**config.mk**
```make
export PLATFORM = sky130hd
export DESIGN_NAME = scope_top
export DESIGN_NICKNAME = d
export VERILOG_FILES = /design/src/scope_pkg.sv /design/src/capture_buffer.sv /design/src/scope_regs.sv /design/src/scope_top.sv /design/src/trigger_engine.sv
export SDC_FILE = /design/constraint.sdc
export NUM_CORES = 1
export LEC_CHECK = 0
export ABC_AREA = 1
export BUFFER_PORTS_ARGS = -buffer_cell sky130_fd_sc_hd__buf_4
export CAP_MARGIN = 15
export CORE_MARGIN = 4
export CORE_UTILIZATION = 45
export CTS_BUF_LIST = sky130_fd_sc_hd__clkbuf_2
export CTS_CLUSTER_DIAMETER = 50
export DETAILED_ROUTE_END_ITERATION = 12
export PLACE_DENSITY = 0.73
export SLEW_MARGIN = 0
export SYNTH_ARGS = -nofsm -noshare
export SYNTH_HDL_FRONTEND = slang
export SYNTH_HIERARCHICAL = 1
export SYNTH_SLANG_ARGS = --single-unit
```
**constraint.sdc**
```tcl
create_clock -name clock -period 3.96 [get_ports clock]
set_input_delay 0.396 -clock clock [delete_from_list [all_inputs] [get_ports clock]]
set_output_delay 0.396 -clock clock [all_outputs]
set_load 0.05 [all_outputs]
```
**src/scope_pkg.sv**
```systemverilog
//////////////////////////////
// Scope package
// Shared sizes, encodings and bus structs for the
// acquisition core and its testbench
//////////////////////////////

package scope_pkg;

    // Four channels arrive together in every sample frame
    localparam int n_channels = 4;
    localparam int sample_width = 16;

    // The capture ring holds one channel only
    localparam int buf_depth = 64;
    localparam int buf_addr_width = 6;

    // Crossing rule applied by the trigger engine
    typedef enum logic [1:0] {
        trig_rising,
        trig_falling,
        trig_both,
        trig_off
    } trig_mode_t;

    // Register map of the strobe bus, one word per address
    typedef enum logic [2:0] {
        reg_mode = 3'd0,
        reg_level = 3'd1,
        reg_channel = 3'd2,
        reg_pretrig = 3'd3,
        reg_control = 3'd4,
        reg_status = 3'd5
    } reg_addr_t;

    // Capture sequence after an arm command
    typedef enum logic [2:0] {
        cap_idle,
        cap_prefill,
        cap_armed,
        cap_post,
        cap_done
    } cap_state_t;

    // One frame carries every channel under a single valid bit
    typedef struct packed {
        logic valid;
        logic [n_channels-1:0][sample_width-1:0] samples;
    } sample_frame_t;

    // A register access is a single-cycle write or read strobe
    typedef struct packed {
        logic write;
        logic read;
        reg_addr_t addr;
        logic [31:0] wdata;
    } reg_req_t;

    typedef struct packed {
        trig_mode_t mode;
        logic [sample_width-1:0] level;
        logic [1:0] channel;
        logic [buf_addr_width-1:0] pretrig;
    } scope_cfg_t;

    // Selected channel sample, tagged when it fires the trigger
    typedef struct packed {
        logic valid;
        logic trigger;
        logic [sample_width-1:0] data;
    } sel_sample_t;

    // Read port result plus the fields shown in the status word
    typedef struct packed {
        logic [sample_width-1:0] rd_data;
        logic rd_valid;
        logic done;
        logic [buf_addr_width-1:0] trig_addr;
    } buf_read_t;

endpackage

```
**src/capture_buffer.sv**
```systemverilog
//////////////////////////////
// Capture buffer
// Ring memory of the selected channel with the
// capture FSM and a trigger-relative read port
//////////////////////////////

module capture_buffer import scope_pkg::*; (
    input  logic                      clock,
    input  logic                      arst_n,
    input  sel_sample_t               sel,
    input  scope_cfg_t                cfg,
    input  logic                      arm,
    input  logic                      buf_rd,
    input  logic [buf_addr_width-1:0] buf_index,
    output logic                      trig_enable,
    output buf_read_t                 status
);

    logic [sample_width-1:0] mem [buf_depth];
    cap_state_t state;
    logic [buf_addr_width-1:0] wr_ptr;
    logic [buf_addr_width-1:0] count;
    logic [buf_addr_width-1:0] trig_addr;
    logic [buf_addr_width-1:0] post_len;
    logic [buf_addr_width-1:0] rd_addr;
    logic [sample_width-1:0] rd_data;
    logic rd_valid;
    logic mem_we;

    // Samples after the trigger that complete one full ring
    assign post_len = buf_addr_width'(buf_depth - 1) - cfg.pretrig;

    // Only the three capture states store, and an arm edge drops its sample
    assign mem_we = sel.valid && !arm &&
        (state == cap_prefill || state == cap_armed || state == cap_post);

    // The engine may only fire while the pre-trigger part is full
    assign trig_enable = state == cap_armed;

    always_ff @(posedge clock or negedge arst_n) begin
        if (!arst_n) begin
            state <= cap_idle;
            wr_ptr <= '0;
            count <= '0;
            trig_addr <= '0;
        end else if (arm) begin
            // A new arm restarts from any state, including a running capture
            state <= (cfg.pretrig == '0) ? cap_armed : cap_prefill;
            wr_ptr <= '0;
            count <= '0;
        end else if (mem_we) begin
            wr_ptr <= wr_ptr + 1'b1;
            case (state)
                cap_prefill: begin
                    if (count == cfg.pretrig - 1'b1) begin
                        state <= cap_armed;
                        count <= '0;
                    end else begin
                        count <= count + 1'b1;
                    end
                end
                cap_armed: begin
                    // The trigger sample lands at the current write pointer
                    if (sel.trigger) begin
                        trig_addr <= wr_ptr;
                        count <= '0;
                        state <= (post_len == '0) ? cap_done : cap_post;
                    end
                end
                cap_post: begin
                    if (count == post_len - 1'b1) begin
                        state <= cap_done;
                    end else begin
                        count <= count + 1'b1;
                    end
                end
                default: begin
                end
            endcase
        end
    end

    always_ff @(posedge clock) begin
        if (mem_we) begin
            mem[wr_ptr] <= sel.data;
        end
    end

    // Index 0 is the oldest pre-trigger sample, wrapping around the ring
    assign rd_addr = trig_addr - cfg.pretrig + buf_index;

    always_ff @(posedge clock) begin
        if (buf_rd) begin
            rd_data <= mem[rd_addr];
        end
    end

    always_ff @(posedge clock or negedge arst_n) begin
        if (!arst_n) begin
            rd_valid <= 1'b0;
        end else begin
            rd_valid <= buf_rd;
        end
    end

    assign status.rd_data = rd_data;
    assign status.rd_valid = rd_valid;
    assign status.done = state == cap_done;
    assign status.trig_addr = trig_addr;

endmodule

```
**src/scope_regs.sv**
```systemverilog
//////////////////////////////
// Scope register block
// Holds the trigger settings, answers reads one
// cycle late and turns control writes into arm
//////////////////////////////

module scope_regs import scope_pkg::*; (
    input  logic        clock,
    input  logic        arst_n,
    input  reg_req_t    reg_in,
    input  buf_read_t   status,
    output scope_cfg_t  cfg,
    output logic        arm,
    output logic [31:0] reg_rdata,
    output logic        reg_rvalid
);

    logic [31:0] rd_word;

    // The control register is not stored, bit 0 acts at the write edge itself
    assign arm = reg_in.write && reg_in.addr == reg_control && reg_in.wdata[0];

    // Settings follow the write strobe and are masked to their field widths
    always_ff @(posedge clock or negedge arst_n) begin
        if (!arst_n) begin
            cfg <= '0;
        end else if (reg_in.write) begin
            case (reg_in.addr)
                reg_mode: begin
                    cfg.mode <= trig_mode_t'(reg_in.wdata[1:0]);
                end
                reg_level: begin
                    cfg.level <= reg_in.wdata[sample_width-1:0];
                end
                reg_channel: begin
                    cfg.channel <= reg_in.wdata[1:0];
                end
                reg_pretrig: begin
                    cfg.pretrig <= reg_in.wdata[buf_addr_width-1:0];
                end
                default: begin
                end
            endcase
        end
    end

    // Read mux, zero extended fields and the status word
    // Status puts done in bit 8 and the trigger address in the low bits
    always_comb begin
        rd_word = '0;
        case (reg_in.addr)
            reg_mode:    rd_word[1:0] = cfg.mode;
            reg_level:   rd_word[sample_width-1:0] = cfg.level;
            reg_channel: rd_word[1:0] = cfg.channel;
            reg_pretrig: rd_word[buf_addr_width-1:0] = cfg.pretrig;
            reg_status: begin
                rd_word[8] = status.done;
                rd_word[buf_addr_width-1:0] = status.trig_addr;
            end
            default:     rd_word = '0;
        endcase
    end

    // Read data comes back exactly one cycle after the strobe
    always_ff @(posedge clock or negedge arst_n) begin
        if (!arst_n) begin
            reg_rvalid <= 1'b0;
            reg_rdata <= '0;
        end else begin
            reg_rvalid <= reg_in.read;
            if (reg_in.read) begin
                reg_rdata <= rd_word;
            end
        end
    end

endmodule

```
**src/scope_top.sv**
```systemverilog
//////////////////////////////
// Scope acquisition core
// Registers, trigger engine and capture buffer
//////////////////////////////

module scope_top import scope_pkg::*; (
    input  logic                      clock,
    input  logic                      arst_n,
    input  sample_frame_t             frame_in,
    input  reg_req_t                  reg_in,
    output logic [31:0]               reg_rdata,
    output logic                      reg_rvalid,
    input  logic                      buf_rd,
    input  logic [buf_addr_width-1:0] buf_index,
    output logic [sample_width-1:0]   buf_data,
    output logic                      buf_valid,
    output logic                      done
);

    scope_cfg_t cfg;
    logic arm;
    logic trig_enable;
    sel_sample_t sel;
    buf_read_t status;

    // Settings and the arm strobe come from the register bus
    scope_regs u_scope_regs (
        .clock      (clock),
        .arst_n     (arst_n),
        .reg_in     (reg_in),
        .status     (status),
        .cfg        (cfg),
        .arm        (arm),
        .reg_rdata  (reg_rdata),
        .reg_rvalid (reg_rvalid)
    );

    trigger_engine u_trigger_engine (
        .clock       (clock),
        .arst_n      (arst_n),
        .frame_in    (frame_in),
        .cfg         (cfg),
        .trig_enable (trig_enable),
        .sel         (sel)
    );

    // The buffer paces the engine through trig_enable
    capture_buffer u_capture_buffer (
        .clock       (clock),
        .arst_n      (arst_n),
        .sel         (sel),
        .cfg         (cfg),
        .arm         (arm),
        .buf_rd      (buf_rd),
        .buf_index   (buf_index),
        .trig_enable (trig_enable),
        .status      (status)
    );

    assign buf_data = status.rd_data;
    assign buf_valid = status.rd_valid;
    assign done = status.done;

endmodule

```
**src/trigger_engine.sv**
```systemverilog
//////////////////////////////
// Trigger engine
// Selects one channel and flags level crossings
// against the previous valid sample
//////////////////////////////

module trigger_engine import scope_pkg::*; (
    input  logic          clock,
    input  logic          arst_n,
    input  sample_frame_t frame_in,
    input  scope_cfg_t    cfg,
    input  logic          trig_enable,
    output sel_sample_t   sel
);

    logic [sample_width-1:0] cur_sample;
    logic [sample_width-1:0] prev_sample;
    logic rising_edge;
    logic falling_edge;
    logic hit;

    // Channel multiplexer driven by the configured index
    assign cur_sample = frame_in.samples[cfg.channel];

    // Rising needs the old sample strictly below the level
    assign rising_edge = prev_sample < cfg.level && cur_sample >= cfg.level;

    // Falling is the mirror case, from strictly above
    assign falling_edge = prev_sample > cfg.level && cur_sample <= cfg.level;

    // The mode picks which crossing counts
    always_comb begin
        case (cfg.mode)
            trig_rising: begin
                hit = rising_edge;
            end
            trig_falling: begin
                hit = falling_edge;
            end
            trig_both: begin
                hit = rising_edge || falling_edge;
            end
            default: begin
                hit = 1'b0;
            end
        endcase
    end

    // History of the selected channel
    // It moves on every valid frame, armed or not, so the first
    // armed sample is compared with a real predecessor
    always_ff @(posedge clock or negedge arst_n) begin
        if (!arst_n) begin
            prev_sample <= '0;
        end else if (frame_in.valid) begin
            prev_sample <= cur_sample;
        end
    end

    // Registered output stage, one cycle from frame to buffer
    // Data is held on idle cycles so the bus stays quiet
    always_ff @(posedge clock or negedge arst_n) begin
        if (!arst_n) begin
            sel <= '0;
        end else begin
            sel.valid <= frame_in.valid;
            sel.trigger <= frame_in.valid && trig_enable && hit;
            if (frame_in.valid) begin
                sel.data <= cur_sample;
            end
        end
    end

endmodule

```
* Yosys cells after proc, flatten, opt, wreduce, memory -nomap -nowiden
Memories as Yosys holds them, arrays and structs flattened. A register that Yosys moved wholly into a read port is not among the register bits.
Cells that the tools add are included.
** Cells by class
- Eq/ne operators :: 17
- $lt $le $gt $ge :: 5
- Bitwise operators :: 1
- Multiplexer cells :: 26
- Reduce and logical (&&, ||, !) cells :: 25
- Add/sub/neg operators :: 7
** Operators with widths (count)
- 2-to-1 mux 6 bit :: 7
- binary-select mux 16 bit (select 2 bit) :: 1
- 2-to-1 mux 3 bit :: 6
- one-hot mux 6 bit (3 select lines) :: 1
- >= comparator 16 bit :: 1
- > comparator 16 bit :: 1
- less-or-equal comparator 16 bit :: 1
- less-than comparator 16 bit :: 1
- 2-to-1 mux 16 bit :: 1
- adder 6 x 1 -> 6 bit (second input constant) :: 2
- equality test 3 x 2 -> 1 bit (second input constant) :: 4
- equality test 6 bit :: 2
- zero test 6 bit :: 2
- inequality test 3 x 2 -> 1 bit (second input constant) :: 4
- one-hot mux 4 bit (3 select lines) :: 1
- subtractor 6 x 1 -> 6 bit (second input constant) :: 2
- one-hot mux 2 bit (5 select lines) :: 1
- equality test 3 bit (second input constant) :: 3
- one-hot mux 3 bit (3 select lines) :: 1
- logical AND 1 bit :: 8
- AND reduction 2 bit :: 4
- AND reduction 4 bit :: 2
- 2-to-1 mux 7 bit :: 1
- adder 6 bit :: 1
- 18 further kinds :: 23
** Word-level totals
- Bits in registers :: 83
- Input port bits :: 111
- RAM bits :: 1024
- Memories kept :: 1
- Output and inout port bits :: 51
- Logic and storage cells :: 96
** Memory list
- u_capture_buffer.mem :: words 64, width 16, rd ports 1, clocked after memory_dff 1, write ports 1, RTL line capture_buffer.sv:19 : logic [sample_width-1:0] mem [buf_depth];

* Depth between registers and ports, before layout
- Word-level depth :: 8
- Mapped depth :: 17
- Mapped depth without buffers :: 15

* Hierarchy
The synthesis kept the hierarchy.
** By module, submodules not included
- capture_buffer :: area an instance 43606.8 sq um, cells an instance 3715, seq. area each 31780.5 sq um, instances 1
- scope_regs :: area an instance 2093.3 sq um, cells an instance 242, seq. area each 1076.0 sq um, instances 1
- trigger_engine :: area an instance 2028.2 sq um, cells an instance 292, seq. area each 450.4 sq um, instances 1

* Worst setup path before layout
OpenSTA, ideal clock, no wires.
- Path kind :: input-to-reg
- From :: input port reg_in[0] (netlist name)
- To :: memory u_capture_buffer.mem[15][0], enable pin
- Library setup time :: 0.409 ns
- Data arrival time :: 2.490 ns
- Path slack :: 1.060 ns
- Buffers on the path :: 0
- Cell stages on the path :: 7
- Required time :: 3.551 ns
- Path through :: inv_1 > nor2_1 > nor3_4 > nand2_1 > nor2_1 > inv_2 > nor3_1
** On the way
- Longest elaborated chain between the ends :: 6
** RTL lines
- start, declared :: RTL line scope_top.sv:10 : input reg_req_t reg_in,
- logical AND 1 bit :: RTL line scope_regs.sv:21 : assign arm = reg_in.write && reg_in.addr == reg_control && reg_in.wdata[0];
- via arm :: RTL line scope_top.sv:21 : logic arm;
- zero test 1 bit :: RTL line capture_buffer.sv:34 : assign mem_we = sel.valid && !arm &&
- logical AND 1 bit (2 in series) :: RTL line capture_buffer.sv:34
- 2-to-1 mux 1 bit :: RTL line capture_buffer.sv:84 : if (mem_we) begin
- 2-to-1 mux 1 bit (not written as such) :: RTL line capture_buffer.sv:85 : mem[wr_ptr] <= sel.data;
- end, declared :: RTL line capture_buffer.sv:19
The timed path passes the listed nets, and every way through them passes these cells.

* Worst setup path in the final report
- From :: register u_capture_buffer.trig_addr[0]
- To :: register u_capture_buffer.rd_data[13] (read register of u_capture_buffer.mem), data pin
** On the way
- Longest elaborated chain between the ends :: 2
** RTL lines
- start, declared :: RTL line capture_buffer.sv:23 : logic [buf_addr_width-1:0] trig_addr;
- start signal, assigned :: RTL line capture_buffer.sv:65 : trig_addr <= wr_ptr;
- subtractor 6 bit :: RTL line capture_buffer.sv:90 : assign rd_addr = trig_addr - cfg.pretrig + buf_index;
- adder 6 bit :: RTL line capture_buffer.sv:90
- end, declared :: RTL line capture_buffer.sv:26 : logic [sample_width-1:0] rd_data;
No other way between the ends.
A chain may end at the register's enable or synchronous reset.

==> flow_summary.yaml <==
worst_setup_path:
  path_delay_family: "adder cells"
  crit_required_ps: 5130
  worstSetupStartpointType: "flop"
  reg2reg_slack_ps: 240
  r2r_cells: 15
  regToRegStartpoint: "u_capture_buffer/trig_addr[0]"
  critPathKind: "reg2reg"
  crit_top_cell: "nand3_1"
  critPathCaptureType: "flop"
  r2r-end: "u_capture_buffer/rd_data[13]"
  arrival_ps: 4900
  crit_chain: "inv_1 -> ha_1 -> inv_1 -> ha_4 -> inv_1 -> fa_4 -> buf_12 -> buf_4 -> nor2_1 -> o21ai_0 -> nand3_1 -> nand3_1 -> nand3_1 -> nand3_1 -> nand2_1"
  crit_path_top_delay_cell: "fa_4"
  path_buf_inv: 5
  slowest_delay_ps: 940
  cp_max_fo: 40
drt:
  viasPerCell: 5.51
  routedWlPerCell_um: 20.3
  drt_iter0_drc: 4247
  drc_errors: 0
  drt_pass1_iterations: 8
  finalWirelength_mm: 128
  postRouteAntennaNets: 0
  via_count: 34700
placed_design:
  hpwl_mm: 71.6
  gp_congestion: 0.899
  io_buffer_count: 129
hold_path:
  whs_endpoint: "u_trigger_engine/prev_sample[6]"
  worstHoldStart: "frame_in[64]"
  hp-class: "in2reg"
  whs_path_depth: 5
floorplanning:
  die_h_um: 334
  fp.dieW_um: 334
  core_um2: 105000
  die_area_um2: 111000
  rows: 119
  initial_core_util_pct: 45.3
  ios: 162
synth:
  yosys.area.top_type: "edfxtp_1"
  ys_ff_latch: 1123
  syn_area_um2: 47700
  synth.area.top_cells: "edfxtp_1 (65%), nor2_1 (8.6%), nand3_1 (5.6%)"
  ys_warn_count: 6
  synth_top_cell_area_share_pct: 65.4
  avgSynthCellArea_um2: 11.2
  synth_cell_type_count: 51
  ys_seq_area_share_pct: 69.8
  synthCells: 4249
sta:
  rsz0062_at_grt: "no"
  tightest_slew_ps: 1080
  maxSlewHeadroom_pct: 27.8
  fmax_mhz: 268
  period_needed_ps: 3720
  report.final.slew_viol_count: 0
  fin_setup_tns_ps: 0
  final-setup-viol-count: 0
  hold_viol: 0
  skew_ps: 176
  fin_crit_sh_pct: 94.1
grt:
  grt_usage_pct: 22.4
  grt_pass1_vias: 33800
  antenna_found_initial: 2
  grt_max_degree: 134
  grt_pass1_wl_mm: 193
  gr-total-overflow: 0
layout:
  area_growth_pct: 14.7
  utilization_pct: 52.0
  drive_above_1_share_pct: 16.2
  num-nets-final: 4895
clocking:
  cts.htree.levels: 5
  clk_pin_slew_worst_paths_ps: 110
  numCtsBuffers: 293
  clkSinkCount: 1123
  clock-root-buffer: "clkbuf_2"
  cts_tree: "built"
  post-cts-setup-buffers: 0
  cts_max_path_buffers: 4
  insertion_delay_ps: 1520
status:
  status: "complete, no violations"
run:
  max-cap-violations: 0
## cells in the mapped netlist, drive strengths merged
library cell / number
clkbuf: 81
edfxtp: 1040
ha: 42
o211ai: 1
nor3: 8
nand2: 445
a31oi: 1
o22ai: 15
conb: 1
or2: 1
a21oi: 26
o21a: 1
dfrtp: 83
xnor2: 6
nand3: 538
xor2: 4
buf: 176
o21bai: 2
clkinv: 3
nor2: 1096
inv: 102
nand3b: 1
fa: 5
a21o: 1
o211a: 1
nor4: 2
a32o: 1
nand4: 11
o21ai: 555
## final cells by class
class | count | area, um2
diodes | 6 | 15.0
clock buffers | 397 | 1990
clock inverters | 67 | 369
fillers | 8903 | 50500
inverters | 105 | 417
multi-input cells | 2779 | 12800
flip-flops and latches | 1123 | 33300
well taps | 1391 | 1740
repair buffers | 435 | 4030
## metrics by stage
stage	area, um2	hold WS, ps	worst slack, ps	cells
finish	54700	182	235	6303
global route	54700	86.0	47.0	6303
CTS	54700	6.04	300	6297
detailed placement	50800	467	321	5681
global placement	50800	470	334	5681
floorplan	47800	100	1060	4264
## cells in the final DEF (no fill, tap or decap), types with 3 or more instances in the layout
master,instances
xnor2_2,4
o21ai_0,489
nand2_1,434
diode_2,6
inv_2,15
clkinv_2,6
clkbuf_2,397
clkinv_1,53
nor2_1,1091
o21ai_1,54
nand3_2,6
nor3_1,5
buf_4,254
nand4_1,11
fa_1,4
dlygate4sd3_1,151
nor2_4,3
dfrtp_1,67
xor2_1,3
o21ai_2,12
inv_4,3
buf_12,29
dfrtp_2,16
a21oi_1,24
conb_1,16
edfxtp_1,1040
nand2_2,10
bufinv_16,4
o22ai_2,15
nand3_1,531
inv_1,88
ha_1,41
## flip-flops by register name, summed over array words and instances (netlist names)
name                          cells
u_capture_buffer/trig_addr        6
u_capture_buffer/state            3
u_scope_regs/reg_rvalid           1
u_capture_buffer/rd_valid         1
u_capture_buffer/mem           1024
u_capture_buffer/count            6
u_capture_buffer/wr_ptr           6
u_scope_regs/cfg                 26
u_scope_regs/reg_rdata           16
u_capture_buffer/rd_data         16
u_trigger_engine/sel              2
u_trigger_engine/prev_sample     16
## repair_timing
item / in CTS / in global routing
hold endpoints to repair: 191 / 0
gates resized for setup: 0 / 0
hold buffers: 152 / 0
endpoints found under the setup margin: 0 / 0
## tightest hold or removal path, stage by stage
cell           delay, ps
dlygate4sd3_1        560
buf_4                160
clkinv_1             300
nand2_1               90
nand2_1               80
## metal layers
metal | vias up | wire length [um] | track usage, %
met5 | - | 0 | 0
met4 | 0 | 4470 | 9.29
met3 | 286 | 12400 | 4.69
met2 | 1876 | 60300 | 35.4
met1 | 16600 | 50700 | 30.3
li1 | 15900 | - | -
## cells by family (layout without fill, tap and decap cells)
kind of cell             count (synthesis)  in the layout  share of synthesized area, %
other                                    1             22                       0.00786
AO/OA/AOI/OAI                          604            604                          6.73
buffers and inverters                  362           1004                          3.53
AND/OR/NAND/NOR                       2102           2102                          18.3
flip-flops                            1123           1123                          69.8
adder cells (fa/ha/maj)                 47             47                          1.31
XOR/XNOR                                10             10                         0.325
## worst max-delay path by stage
stage	startpoint	to	slack [ps]	cells after the start
6_report	u_capture_buffer/trig_addr[0]	u_capture_buffer/rd_data[13]	240	15
5_1_grt	u_capture_buffer/trig_addr[0]	u_capture_buffer/rd_data[13]	50	15
4_1_cts	u_capture_buffer/trig_addr[0]	u_capture_buffer/rd_data[13]	300	15
3_5_place_dp	buf_index[1]	u_capture_buffer/rd_data[13]	320	13
3_3_place_gp	buf_index[1]	u_capture_buffer/rd_data[13]	330	13
2_1_floorplan	reg_in[0]	u_capture_buffer/mem[15][0]	1060	7
Power is not shown: default switching activity piles up to over one toggle a cycle in this logic, so the estimate is an artifact.
